==> src/source/pwrite_pkg.sv <==
/*
 * Partial write shim definitions
 * Line, mask and tag widths, the tag bit that marks injected reads,
 * flow control slack and the request records carried through the shim
 */

package pwrite_pkg;

    // ====================
    // Widths
    // ====================

    localparam int ADDR_BITS = 16;
    localparam int LINE_BYTES = 8;
    localparam int TAG_BITS = 8;

    // Tag bit that marks reads generated by the shim; the AFU keeps it zero
    localparam int RMW_TAG_BIT = 7;

    // Partial writes that may wait for their read data at one time
    localparam int N_SLOTS = 8;
    localparam int SLOT_BITS = 3;

    // Requests a sender may still issue once almost-full has risen
    localparam int ALMOST_FULL_SLACK = 4;

    // Depth of the FIFO that buffers incoming AFU writes
    localparam int WR_FIFO_DEPTH = 8;

    typedef logic [ADDR_BITS-1:0] t_addr;
    typedef logic [8*LINE_BYTES-1:0] t_line;
    typedef logic [LINE_BYTES-1:0] t_mask;
    typedef logic [TAG_BITS-1:0] t_tag;
    typedef logic [SLOT_BITS-1:0] t_slot;

    // A write mask with every byte enabled is a full-line write
    localparam t_mask FULL_MASK = '1;

    // One AFU write as it is buffered and parked
    typedef struct packed {
        t_addr addr;
        t_line data;
        t_mask mask;
    } t_wr_req;

    // One finished full-line write waiting for the memory write port
    typedef struct packed {
        t_addr addr;
        t_line data;
    } t_merged_wr;

endpackage
==> src/source/pwrite_shim.sv <==
/*
 * Partial write shim
 * Emulates byte-masked writes with read-modify-write between the AFU
 * request ports and a memory that only takes full-line writes
 */

`timescale 1ns/100ps

module pwrite_shim (
    input  logic              clk,
    input  logic              reset,

    // AFU side
    input  logic              afu_rd_valid,
    input  pwrite_pkg::t_addr afu_rd_addr,
    input  pwrite_pkg::t_tag  afu_rd_tag,
    input  logic              afu_wr_valid,
    input  pwrite_pkg::t_addr afu_wr_addr,
    input  pwrite_pkg::t_line afu_wr_data,
    input  pwrite_pkg::t_mask afu_wr_mask,
    output logic              afu_rd_almost_full,
    output logic              afu_wr_almost_full,
    output logic              afu_rsp_valid,
    output pwrite_pkg::t_tag  afu_rsp_tag,
    output pwrite_pkg::t_line afu_rsp_data,

    // Memory side
    output logic              mem_rd_valid,
    output pwrite_pkg::t_addr mem_rd_addr,
    output pwrite_pkg::t_tag  mem_rd_tag,
    output logic              mem_wr_valid,
    output pwrite_pkg::t_addr mem_wr_addr,
    output pwrite_pkg::t_line mem_wr_data,
    input  logic              mem_rd_almost_full,
    input  logic              mem_wr_almost_full,
    input  logic              mem_rsp_valid,
    input  pwrite_pkg::t_tag  mem_rsp_tag,
    input  pwrite_pkg::t_line mem_rsp_data
);
    import pwrite_pkg::*;

    t_wr_req wr_in;
    t_wr_req wr_head;
    logic wr_not_empty;
    logic wr_deq;

    logic inject_ready;
    logic inj_valid;
    t_addr inj_addr;
    t_slot inj_slot;
    logic head_partial;

    logic has_free;
    t_slot free_slot;
    logic alloc;
    t_wr_req alloc_req;
    logic lookup;
    t_slot lookup_slot;
    logic park_valid;
    t_wr_req park_req;

    logic rsp_rmw_valid;
    t_slot rsp_rmw_slot;
    t_line rsp_data;

    assign wr_in.addr = afu_wr_addr;
    assign wr_in.data = afu_wr_data;
    assign wr_in.mask = afu_wr_mask;

    // Writes wait here until the memory port or a read slot is free
    req_fifo #(
        .t_payload(t_wr_req),
        .DEPTH(WR_FIFO_DEPTH)
    ) wr_fifo (
        .clk(clk),
        .reset(reset),
        .enq(afu_wr_valid),
        .enq_data(wr_in),
        .almost_full(afu_wr_almost_full),
        .first(wr_head),
        .not_empty(wr_not_empty),
        .deq(wr_deq)
    );

    rmw_slot_heap heap (
        .clk(clk),
        .reset(reset),
        .has_free(has_free),
        .free_slot(free_slot),
        .alloc(alloc),
        .alloc_req(alloc_req),
        .lookup(lookup),
        .lookup_slot(lookup_slot),
        .park_valid(park_valid),
        .park_req(park_req)
    );

    read_port_mux rd_mux (
        .clk(clk),
        .reset(reset),
        .afu_rd_valid(afu_rd_valid),
        .afu_rd_addr(afu_rd_addr),
        .afu_rd_tag(afu_rd_tag),
        .afu_rd_almost_full(afu_rd_almost_full),
        .afu_rsp_valid(afu_rsp_valid),
        .afu_rsp_tag(afu_rsp_tag),
        .afu_rsp_data(afu_rsp_data),
        .mem_rd_valid(mem_rd_valid),
        .mem_rd_addr(mem_rd_addr),
        .mem_rd_tag(mem_rd_tag),
        .mem_rd_almost_full(mem_rd_almost_full),
        .mem_rsp_valid(mem_rsp_valid),
        .mem_rsp_tag(mem_rsp_tag),
        .mem_rsp_data(mem_rsp_data),
        .inject_ready(inject_ready),
        .inj_valid(inj_valid),
        .inj_addr(inj_addr),
        .inj_slot(inj_slot),
        .head_partial(head_partial),
        .rsp_rmw_valid(rsp_rmw_valid),
        .rsp_rmw_slot(rsp_rmw_slot),
        .rsp_data(rsp_data)
    );

    write_merge wr_merge (
        .clk(clk),
        .reset(reset),
        .head(wr_head),
        .head_valid(wr_not_empty),
        .head_deq(wr_deq),
        .inject_ready(inject_ready),
        .inj_valid(inj_valid),
        .inj_addr(inj_addr),
        .inj_slot(inj_slot),
        .head_partial(head_partial),
        .has_free(has_free),
        .free_slot(free_slot),
        .alloc(alloc),
        .alloc_req(alloc_req),
        .lookup(lookup),
        .lookup_slot(lookup_slot),
        .park_valid(park_valid),
        .park_req(park_req),
        .rsp_rmw_valid(rsp_rmw_valid),
        .rsp_rmw_slot(rsp_rmw_slot),
        .rsp_data(rsp_data),
        .mem_wr_almost_full(mem_wr_almost_full),
        .mem_wr_valid(mem_wr_valid),
        .mem_wr_addr(mem_wr_addr),
        .mem_wr_data(mem_wr_data)
    );

endmodule

==> src/source/write_merge.sv <==
/*
 * Write scheduler and merge
 * Sends full writes from the FIFO head, turns partial writes into an
 * injected read, merges the returned line and queues the result
 */

`timescale 1ns/100ps

module write_merge (
    input  logic                clk,
    input  logic                reset,

    input  pwrite_pkg::t_wr_req head,
    input  logic                head_valid,
    output logic                head_deq,

    input  logic                inject_ready,
    output logic                inj_valid,
    output pwrite_pkg::t_addr   inj_addr,
    output pwrite_pkg::t_slot   inj_slot,
    output logic                head_partial,

    input  logic                has_free,
    input  pwrite_pkg::t_slot   free_slot,
    output logic                alloc,
    output pwrite_pkg::t_wr_req alloc_req,
    output logic                lookup,
    output pwrite_pkg::t_slot   lookup_slot,
    input  logic                park_valid,
    input  pwrite_pkg::t_wr_req park_req,

    input  logic                rsp_rmw_valid,
    input  pwrite_pkg::t_slot   rsp_rmw_slot,
    input  pwrite_pkg::t_line   rsp_data,

    input  logic                mem_wr_almost_full,
    output logic                mem_wr_valid,
    output pwrite_pkg::t_addr   mem_wr_addr,
    output pwrite_pkg::t_line   mem_wr_data
);
    import pwrite_pkg::*;

    logic head_is_full;
    logic full_deq;
    t_line rsp_data_q;
    t_merged_wr mrg_in;
    t_merged_wr mrg_first;
    logic mrg_not_empty;
    logic mrg_deq;
    logic mrg_almost_full;

    // ====================
    // Head scheduling
    // ====================

    assign head_is_full = (head.mask == FULL_MASK);
    assign head_partial = head_valid && !head_is_full;

    // Injection also waits for an empty merge queue, which bounds the
    // queue to the parked writes plus the one being merged
    assign inj_valid = head_partial && inject_ready && has_free && !mrg_not_empty;
    assign inj_addr = head.addr;
    assign inj_slot = free_slot;
    assign alloc = inj_valid;
    assign alloc_req = head;

    // Merged writes go first, so a full write only leaves when none waits
    assign mrg_deq = mrg_not_empty && !mem_wr_almost_full;
    assign full_deq = head_valid && head_is_full && !mem_wr_almost_full && !mrg_not_empty;
    assign head_deq = inj_valid || full_deq;

    // ====================
    // Merge
    // ====================

    assign lookup = rsp_rmw_valid;
    assign lookup_slot = rsp_rmw_slot;

    // Old line is held one cycle so it lines up with the parked request
    always_ff @(posedge clk)
    begin
        rsp_data_q <= rsp_data;
    end

    always_comb
    begin
        mrg_in.addr = park_req.addr;
        for (int i = 0; i < LINE_BYTES; i++)
        begin
            // New byte where the mask is set, old byte elsewhere
            mrg_in.data[8*i +: 8] = park_req.mask[i] ? park_req.data[8*i +: 8]
                                                     : rsp_data_q[8*i +: 8];
        end
    end

    req_fifo #(
        .t_payload(t_merged_wr),
        .DEPTH(N_SLOTS + ALMOST_FULL_SLACK + 2)
    ) mrg_fifo (
        .clk(clk),
        .reset(reset),
        .enq(park_valid),
        .enq_data(mrg_in),
        .almost_full(mrg_almost_full),
        .first(mrg_first),
        .not_empty(mrg_not_empty),
        .deq(mrg_deq)
    );

    // Registered memory write port
    always_ff @(posedge clk)
    begin
        mem_wr_addr <= mrg_deq ? mrg_first.addr : head.addr;
        mem_wr_data <= mrg_deq ? mrg_first.data : head.data;
        if (reset)
        begin
            mem_wr_valid <= 1'b0;
        end
        else
        begin
            mem_wr_valid <= mrg_deq || full_deq;
        end
    end

    // Heap size and injection gating keep the merge queue short of its level
    a_mrg_room: assert property (@(posedge clk) disable iff (reset)
        !mrg_almost_full)
        else $error("write_merge: merge queue reached almost-full");

endmodule

==> src/source/read_port_mux.sv <==
/*
 * Read port multiplexer
 * Passes AFU reads through, slips tagged reads for partial writes into
 * idle cycles, and steers tagged responses away from the AFU
 */

`timescale 1ns/100ps

module read_port_mux (
    input  logic              clk,
    input  logic              reset,

    input  logic              afu_rd_valid,
    input  pwrite_pkg::t_addr afu_rd_addr,
    input  pwrite_pkg::t_tag  afu_rd_tag,
    output logic              afu_rd_almost_full,
    output logic              afu_rsp_valid,
    output pwrite_pkg::t_tag  afu_rsp_tag,
    output pwrite_pkg::t_line afu_rsp_data,

    output logic              mem_rd_valid,
    output pwrite_pkg::t_addr mem_rd_addr,
    output pwrite_pkg::t_tag  mem_rd_tag,
    input  logic              mem_rd_almost_full,
    input  logic              mem_rsp_valid,
    input  pwrite_pkg::t_tag  mem_rsp_tag,
    input  pwrite_pkg::t_line mem_rsp_data,

    output logic              inject_ready,
    input  logic              inj_valid,
    input  pwrite_pkg::t_addr inj_addr,
    input  pwrite_pkg::t_slot inj_slot,
    input  logic              head_partial,

    output logic              rsp_rmw_valid,
    output pwrite_pkg::t_slot rsp_rmw_slot,
    output pwrite_pkg::t_line rsp_data
);
    import pwrite_pkg::*;

    logic ready_q;
    logic head_partial_q;
    logic rsp_is_rmw;
    t_tag inj_tag;

    always_ff @(posedge clk)
    begin
        if (reset)
        begin
            ready_q <= 1'b0;
            head_partial_q <= 1'b0;
        end
        else
        begin
            ready_q <= !mem_rd_almost_full;
            head_partial_q <= head_partial;
        end
    end

    // Hold the AFU off while a partial write waits, which frees a read cycle
    assign afu_rd_almost_full = mem_rd_almost_full || head_partial_q;
    assign inject_ready = ready_q && !afu_rd_valid;

    // Injected reads carry the reserved bit and the heap slot in the low bits
    always_comb
    begin
        inj_tag = '0;
        inj_tag[RMW_TAG_BIT] = 1'b1;
        inj_tag[SLOT_BITS-1:0] = inj_slot;
    end

    assign mem_rd_valid = afu_rd_valid || inj_valid;
    assign mem_rd_addr = inj_valid ? inj_addr : afu_rd_addr;
    assign mem_rd_tag = inj_valid ? inj_tag : afu_rd_tag;

    // ====================
    // Response split
    // ====================

    assign rsp_is_rmw = mem_rsp_tag[RMW_TAG_BIT];

    assign afu_rsp_valid = mem_rsp_valid && !rsp_is_rmw;
    assign afu_rsp_tag = mem_rsp_tag;
    assign afu_rsp_data = mem_rsp_data;

    assign rsp_rmw_valid = mem_rsp_valid && rsp_is_rmw;
    assign rsp_rmw_slot = mem_rsp_tag[SLOT_BITS-1:0];
    assign rsp_data = mem_rsp_data;

    a_afu_tag_free: assert property (@(posedge clk) disable iff (reset)
        afu_rd_valid |-> !afu_rd_tag[RMW_TAG_BIT])
        else $error("read_port_mux: AFU read uses the reserved tag bit");

    // The write side only injects in cycles the AFU left free
    a_inject_idle: assert property (@(posedge clk) disable iff (reset)
        inj_valid |-> !afu_rd_valid)
        else $error("read_port_mux: injected read collides with AFU read");

endmodule

==> src/source/rmw_slot_heap.sv <==
/*
 * Slot heap for parked partial writes
 * Hands out the lowest free slot, holds one write per slot while its read
 * is outstanding, and returns and frees it when the read data arrives
 */

`timescale 1ns/100ps

module rmw_slot_heap (
    input  logic               clk,
    input  logic               reset,

    // The allocation side serves the injected reads
    output logic               has_free,
    output pwrite_pkg::t_slot  free_slot,
    input  logic               alloc,
    input  pwrite_pkg::t_wr_req alloc_req,

    // The lookup side answers the tagged read response
    input  logic               lookup,
    input  pwrite_pkg::t_slot  lookup_slot,
    output logic               park_valid,
    output pwrite_pkg::t_wr_req park_req
);
    import pwrite_pkg::*;

    // One bit per slot, set while a partial write waits in that slot
    logic [N_SLOTS-1:0] busy;

    // One parked request per slot
    t_wr_req storage [N_SLOTS];

    assign has_free = !(&busy);

    // Priority encoder picks the lowest numbered free slot
    always_comb
    begin
        free_slot = '0;
        for (int i = N_SLOTS - 1; i >= 0; i--)
        begin
            if (!busy[i])
            begin
                free_slot = t_slot'(i);
            end
        end
    end

    always_ff @(posedge clk)
    begin
        if (alloc)
        begin
            storage[free_slot] <= alloc_req;
        end

        // The parked request comes out one cycle after the lookup
        park_req <= storage[lookup_slot];
    end

    // An allocated slot is always free and a looked up slot always busy,
    // so the two updates never touch the same bit in one cycle
    always_ff @(posedge clk)
    begin
        if (reset)
        begin
            busy <= '0;
            park_valid <= 1'b0;
        end
        else
        begin
            if (alloc)
            begin
                busy[free_slot] <= 1'b1;
            end
            if (lookup)
            begin
                busy[lookup_slot] <= 1'b0;
            end
            park_valid <= lookup;
        end
    end

    // A tagged response must belong to a write still parked here
    a_lookup_busy: assert property (@(posedge clk) disable iff (reset)
        lookup |-> busy[lookup_slot])
        else $error("rmw_slot_heap: lookup of a free slot");

    a_alloc_free: assert property (@(posedge clk) disable iff (reset)
        alloc |-> has_free)
        else $error("rmw_slot_heap: alloc with no free slot");

endmodule

==> src/source/req_fifo.sv <==
/*
 * Request FIFO
 * Circular buffer for any payload type, with an almost-full level that
 * leaves room for the requests a sender may still issue
 */

`timescale 1ns/100ps

module req_fifo #(
    parameter type t_payload = logic,
    parameter int DEPTH = 8
) (
    input  logic     clk,
    input  logic     reset,

    input  logic     enq,
    input  t_payload enq_data,
    output logic     almost_full,

    output t_payload first,
    output logic     not_empty,
    input  logic     deq
);
    import pwrite_pkg::*;

    typedef logic [$clog2(DEPTH)-1:0] t_ptr;
    typedef logic [$clog2(DEPTH+1)-1:0] t_count;

    // Payload storage with a write pointer, a read pointer and an entry count
    t_payload mem [DEPTH];
    t_ptr wr_ptr;
    t_ptr rd_ptr;
    t_count count;

    assign first = mem[rd_ptr];
    assign not_empty = (count != '0);

    // Raised while no more than the slack worth of entries is free
    assign almost_full = (DEPTH - int'(count)) <= ALMOST_FULL_SLACK;

    always_ff @(posedge clk)
    begin
        if (enq)
        begin
            mem[wr_ptr] <= enq_data;
        end
    end

    always_ff @(posedge clk)
    begin
        if (reset)
        begin
            wr_ptr <= '0;
            rd_ptr <= '0;
            count <= '0;
        end
        else
        begin
            // Pointers wrap explicitly so DEPTH need not be a power of two
            if (enq)
            begin
                wr_ptr <= (int'(wr_ptr) == DEPTH - 1) ? '0 : wr_ptr + t_ptr'(1);
            end
            if (deq)
            begin
                rd_ptr <= (int'(rd_ptr) == DEPTH - 1) ? '0 : rd_ptr + t_ptr'(1);
            end
            if (enq && !deq)
            begin
                count <= count + t_count'(1);
            end
            else if (deq && !enq)
            begin
                count <= count - t_count'(1);
            end
        end
    end

    // The sender must honor almost-full, so the buffer never overflows
    a_no_overflow: assert property (@(posedge clk) disable iff (reset)
        enq && !deq |-> int'(count) < DEPTH)
        else $error("req_fifo: enqueue while full");

    a_no_underflow: assert property (@(posedge clk) disable iff (reset)
        deq |-> not_empty)
        else $error("req_fifo: dequeue while empty");

endmodule

==> config.mk <==
export PLATFORM = sky130hd
export DESIGN_NAME = pwrite_shim
export DESIGN_NICKNAME = d
export VERILOG_FILES = /design/src/source/pwrite_pkg.sv /design/src/source/pwrite_shim.sv /design/src/source/write_merge.sv /design/src/source/read_port_mux.sv /design/src/source/rmw_slot_heap.sv /design/src/source/req_fifo.sv
export SDC_FILE = /design/constraint.sdc
export NUM_CORES = 2
export LEC_CHECK = 0
export ABC_AREA = 0
export BUFFER_PORTS_ARGS = -buffer_cell sky130_fd_sc_hd__buf_2
export CORE_MARGIN = 10
export CORE_UTILIZATION = 60
export CTS_CLUSTER_SIZE = 14
export DETAILED_ROUTE_END_ITERATION = 10
export GPL_ROUTABILITY_DRIVEN = 1
export HOLD_SLACK_MARGIN = 0.15
export MAX_ROUTING_LAYER = met4
export PLACE_DENSITY_LB_ADDON = 0.12
export SETUP_SLACK_MARGIN = 0.2
export SLEW_MARGIN = 20
export SYNTH_ARGS = -nofsm -noshare
export SYNTH_HDL_FRONTEND = slang
export SYNTH_SLANG_ARGS = --single-unit
export TNS_END_PERCENT = 20
==> constraint.sdc <==
create_clock -name clk -period 19.7 [get_ports clk]
set_input_delay 1.97 -clock clk [delete_from_list [all_inputs] [get_ports clk]]
set_output_delay 1.97 -clock clk [all_outputs]
set_load 0.05 [all_outputs]
==> impl_metrics.json <==
{
  "core_area_um2": 171900,
  "cts_sinks": 2801,
  "pwr-share-seq": 0.495,
  "cpLargestDelayFamily": "multiplexers",
  "numPlacedInstances": 7028,
  "drtIter0Drc": 5565,
  "initial_core_util": 0.6044,
  "netlist_instances": 4558,
  "cp.arrival_ns": 5.01,
  "cts_setup_buffers": 0,
  "postSynthAreaPerCell_um2": 22.80,
  "finalNonFillerCells": 7559,
  "final_net_count": 5214,
  "worst_skew_pair.late_latency_ns": 0.91,
  "ant_nets": 0,
  "met1Wirelength_um": 97770,
  "grt_antenna_before_repair": 35,
  "rsz0062_at_grt": "false",
  "period_share": 0.3545,
  "cap_violations": 0,
  "design_area_um2": 117300,
  "placed_area_um2": 108200,
  "r2r_slack_ns": 13.51,
  "synth_common_cells": "edfxtp_1 (2528), mux4_2 (671), mux2_2 (331)",
  "critPathBufInv": 2,
  "status": "completed",
  "h-tree-depth": 5,
  "crit_chain": "buf_4, mux4_2, mux2i_1, nor4_1, a21oi_4, mux2_2, buf_2",
  "synth_top_area_cell": "edfxtp_1",
  "gr-total-overflow": 0,
  "drv_slew": 0,
  "dr_wl_met3_um": 20220,
  "cts_resized": 0,
  "r2r_end": "heap.storage[0][38]$_DFFE_PP_",
  "dp_hpwl_um": 132000,
  "slowest_delay_ns": 0.89,
  "cts_buffers": 291,
  "die_width_um": 436.2,
  "cp.required_ns": 17.73,
  "worst_setup_path_end_kind": "output pin",
  "tightest_slew_ns": 1.072,
  "wl_per_cell_um": 30.59,
  "cp-start-kind": "flop",
  "tritoncts": "built",
  "yosysUniqueCellTypes": 46,
  "ctsLongestPathBuffers": 4,
  "ys_top_cells_by_area": "edfxtp_1 (73%), mux4_2 (15%), dfxtp_1 (5.3%)",
  "setup_slack_ns": 12.72,
  "setup_viol": 0,
  "dr_wl_met2_um": 108800,
  "slew_headroom": 0.2834,
  "synth-edff-count": 2528,
  "place_ws_ns": 13.30,
  "hold_viol": 0,
  "path_depth": 7,
  "p_comb_frac": 0.125,
  "detail_route.vias_per_cell": 6.258,
  "swShare": 0.2451,
  "highest_layer": "met4",
  "ys_ff_latch": 2801,
  "setup_tns_ns": 0,
  "synthFlopType": "edfxtp_1",
  "internal_power_mw": 10.43,
  "vias": 47301,
  "max_freq_mhz": 143.2,
  "io_buffer_count": 363,
  "drt-total-wl_um": 231300,
  "power_density_nw_per_um2": 117.8,
  "rows": 152,
  "yosysMostFrequentCell": "edfxtp_1",
  "hold_path.class": "flop to flop",
  "routabilityCongestion": 0.7973,
  "crit_type": "flop to output pin",
  "track_usage": 0.2500,
  "path_clk_slew_ns": 0.06,
  "clockRootBuffer": "clkbuf_16",
  "yosys_warnings": 0,
  "dieArea_um2": 190200,
  "final.setup_skew_ns": 0.03757,
  "cp_max_fo": 57,
  "leakage_nw": 37.30,
  "rr_worst_depth": 9,
  "drc": 0,
  "io_pins": 372,
  "drive_above_1_share": 0.3589,
  "grt_pass1_wl_um": 338400,
  "synth_top_area_share": 0.7305,
  "grt_max_degree": 136,
  "ys_seq_area_frac": 0.7831,
  "slowest_stage": "buf_4",
  "first_pass_iters": 6,
  "syn_nets": 4761,
  "pwr-share-clk": 0.380,
  "grt_pass1_vias": 47905,
  "syn_to_final_growth_pct": 12.88,
  "cts-hold-fix-buffers": 0,
  "synth-async-reset-ratio": 0,
  "worst_ir_drop_vdd_v": 0.00008722,
  "netlist_area_um2": 103900,
  "period_needed_ns": 6.983,
  "p_switching_mw": 3.387,
  "endpoint": "mem_rd_addr[6]",
  "dieHeight_um": 436.2
}
-- layout by cell type (no fill, tap or decap), drive strengths merged, types with 6 or more instances in the layout --
cell and instances:
edfxtp 2528, mux4 672, buf 450, clkbuf 400, mux2 331, nor2 289
dfxtp 273, clkinv 79, diode 28, bufinv 21, a21oi 19, inv 18
nand2 16, mux2i 13, nor3 13, nand2b 10, ha 10, nor2b 8
o21ai 8, a31oi 6, xnor2 6, nor4 6
-- cell type report --
type | instances | area, um2
antenna | 28 | 70.07
clock buffer | 399 | 8040
clock inverter | 104 | 994.7
fill | 10735 | 54620
inverter | 18 | 70.07
multi-input combinational | 1448 | 21290
sequential | 2801 | 81400
tap | 2310 | 2890
timing repair buffer | 451 | 2549
-- how the worst min path moves through the flow --
| stage | startpoint | endpoint | slack, ns | depth (start not counted) |
|---|---|---|---|---|
| global route | wr_fifo.rd_ptr[2]$_SDFFE_PP0N_ | flop | 0.54 | 2 |
| floorplan | heap.busy[7]$_SDFF_PP0_ | heap.busy[7]$_SDFF_PP0_ | 0.46 | 2 |
| global placement | heap.busy[7]$_SDFF_PP0_ | heap.busy[7]$_SDFF_PP0_ | 0.47 | 2 |
| CTS | heap.busy[7]$_SDFF_PP0_ | heap.busy[7]$_SDFF_PP0_ | 0.50 | 2 |
| finish | wr_merge.mrg_fifo.count[3]$_SDFFE_PP0P_ | wr_merge.mrg_fifo.count[3]$_SDFFE_PP0P_ | 0.50 | 2 |
| detailed placement | heap.busy[7]$_SDFF_PP0_ | heap.busy[7]$_SDFF_PP0_ | 0.48 | 2 |
-- routing by layer --
metal	vias up	GRT usage
li1	19683	-
met1	25221	0.3688
met2	2093	0.3638
met3	304	0.05418
met4	0	0.05857
met5	-	-
-- sequential cells by signal, indices dropped and copies added (netlist names), 8 cells and up, named ones only --
register	count
heap.busy	8
wr_merge.mrg_fifo.mem	1120
wr_merge.rsp_data_q	64
wr_merge.mem_wr_addr	16
wr_fifo.mem	704
wr_merge.mem_wr_data	64
heap.park_req	88
heap.storage	704
-- power groups by stage --
stage	sequential (mW)	clock [mW]	combinational, mW
floorplan	7.21	0	0.920
global placement	6.97	0	1.73
detailed placement	6.97	0	1.74
CTS	6.85	5.33	1.75
global route	6.86	5.57	1.83
finish	6.84	5.25	1.73
-- logic make-up after synthesis --
| family | after synthesis | share of synthesized area |
|---|---|---|
| fa+ha+maj | 12 | 0.001589 |
| buf+inv | 309 | 0.01427 |
| xor+xnor | 8 | 0.0006743 |
| flops | 2801 | 0.7831 |
| mux | 1016 | 0.1828 |
| compound gates | 45 | 0.002805 |
| simple gates | 367 | 0.01479 |
-- metrics by stage --
step	power [mW]	util	hold WS [ns]
after floorplan	8.129	-	0.4551
after global placement	8.698	0.6293	0.4710
after detailed placement	8.716	0.6293	0.4841
after CTS	13.92	0.6819	0.4968
after global routing	14.26	0.6822	0.5354
final	13.82	0.6823	0.4978
-- worst register-to-register path, stage by stage (launching register included) --
cell     delay, ns
dfxtp_4       0.80
buf_4         0.94
mux4_2        0.45
mux2i_1       0.26
nor4_1        0.17
a21oi_4       0.86
nand2_1       0.42
nor2_4        0.66
buf_4         0.65
buf_4         0.60
No activity file was read; power rests on OpenSTA's default activity.
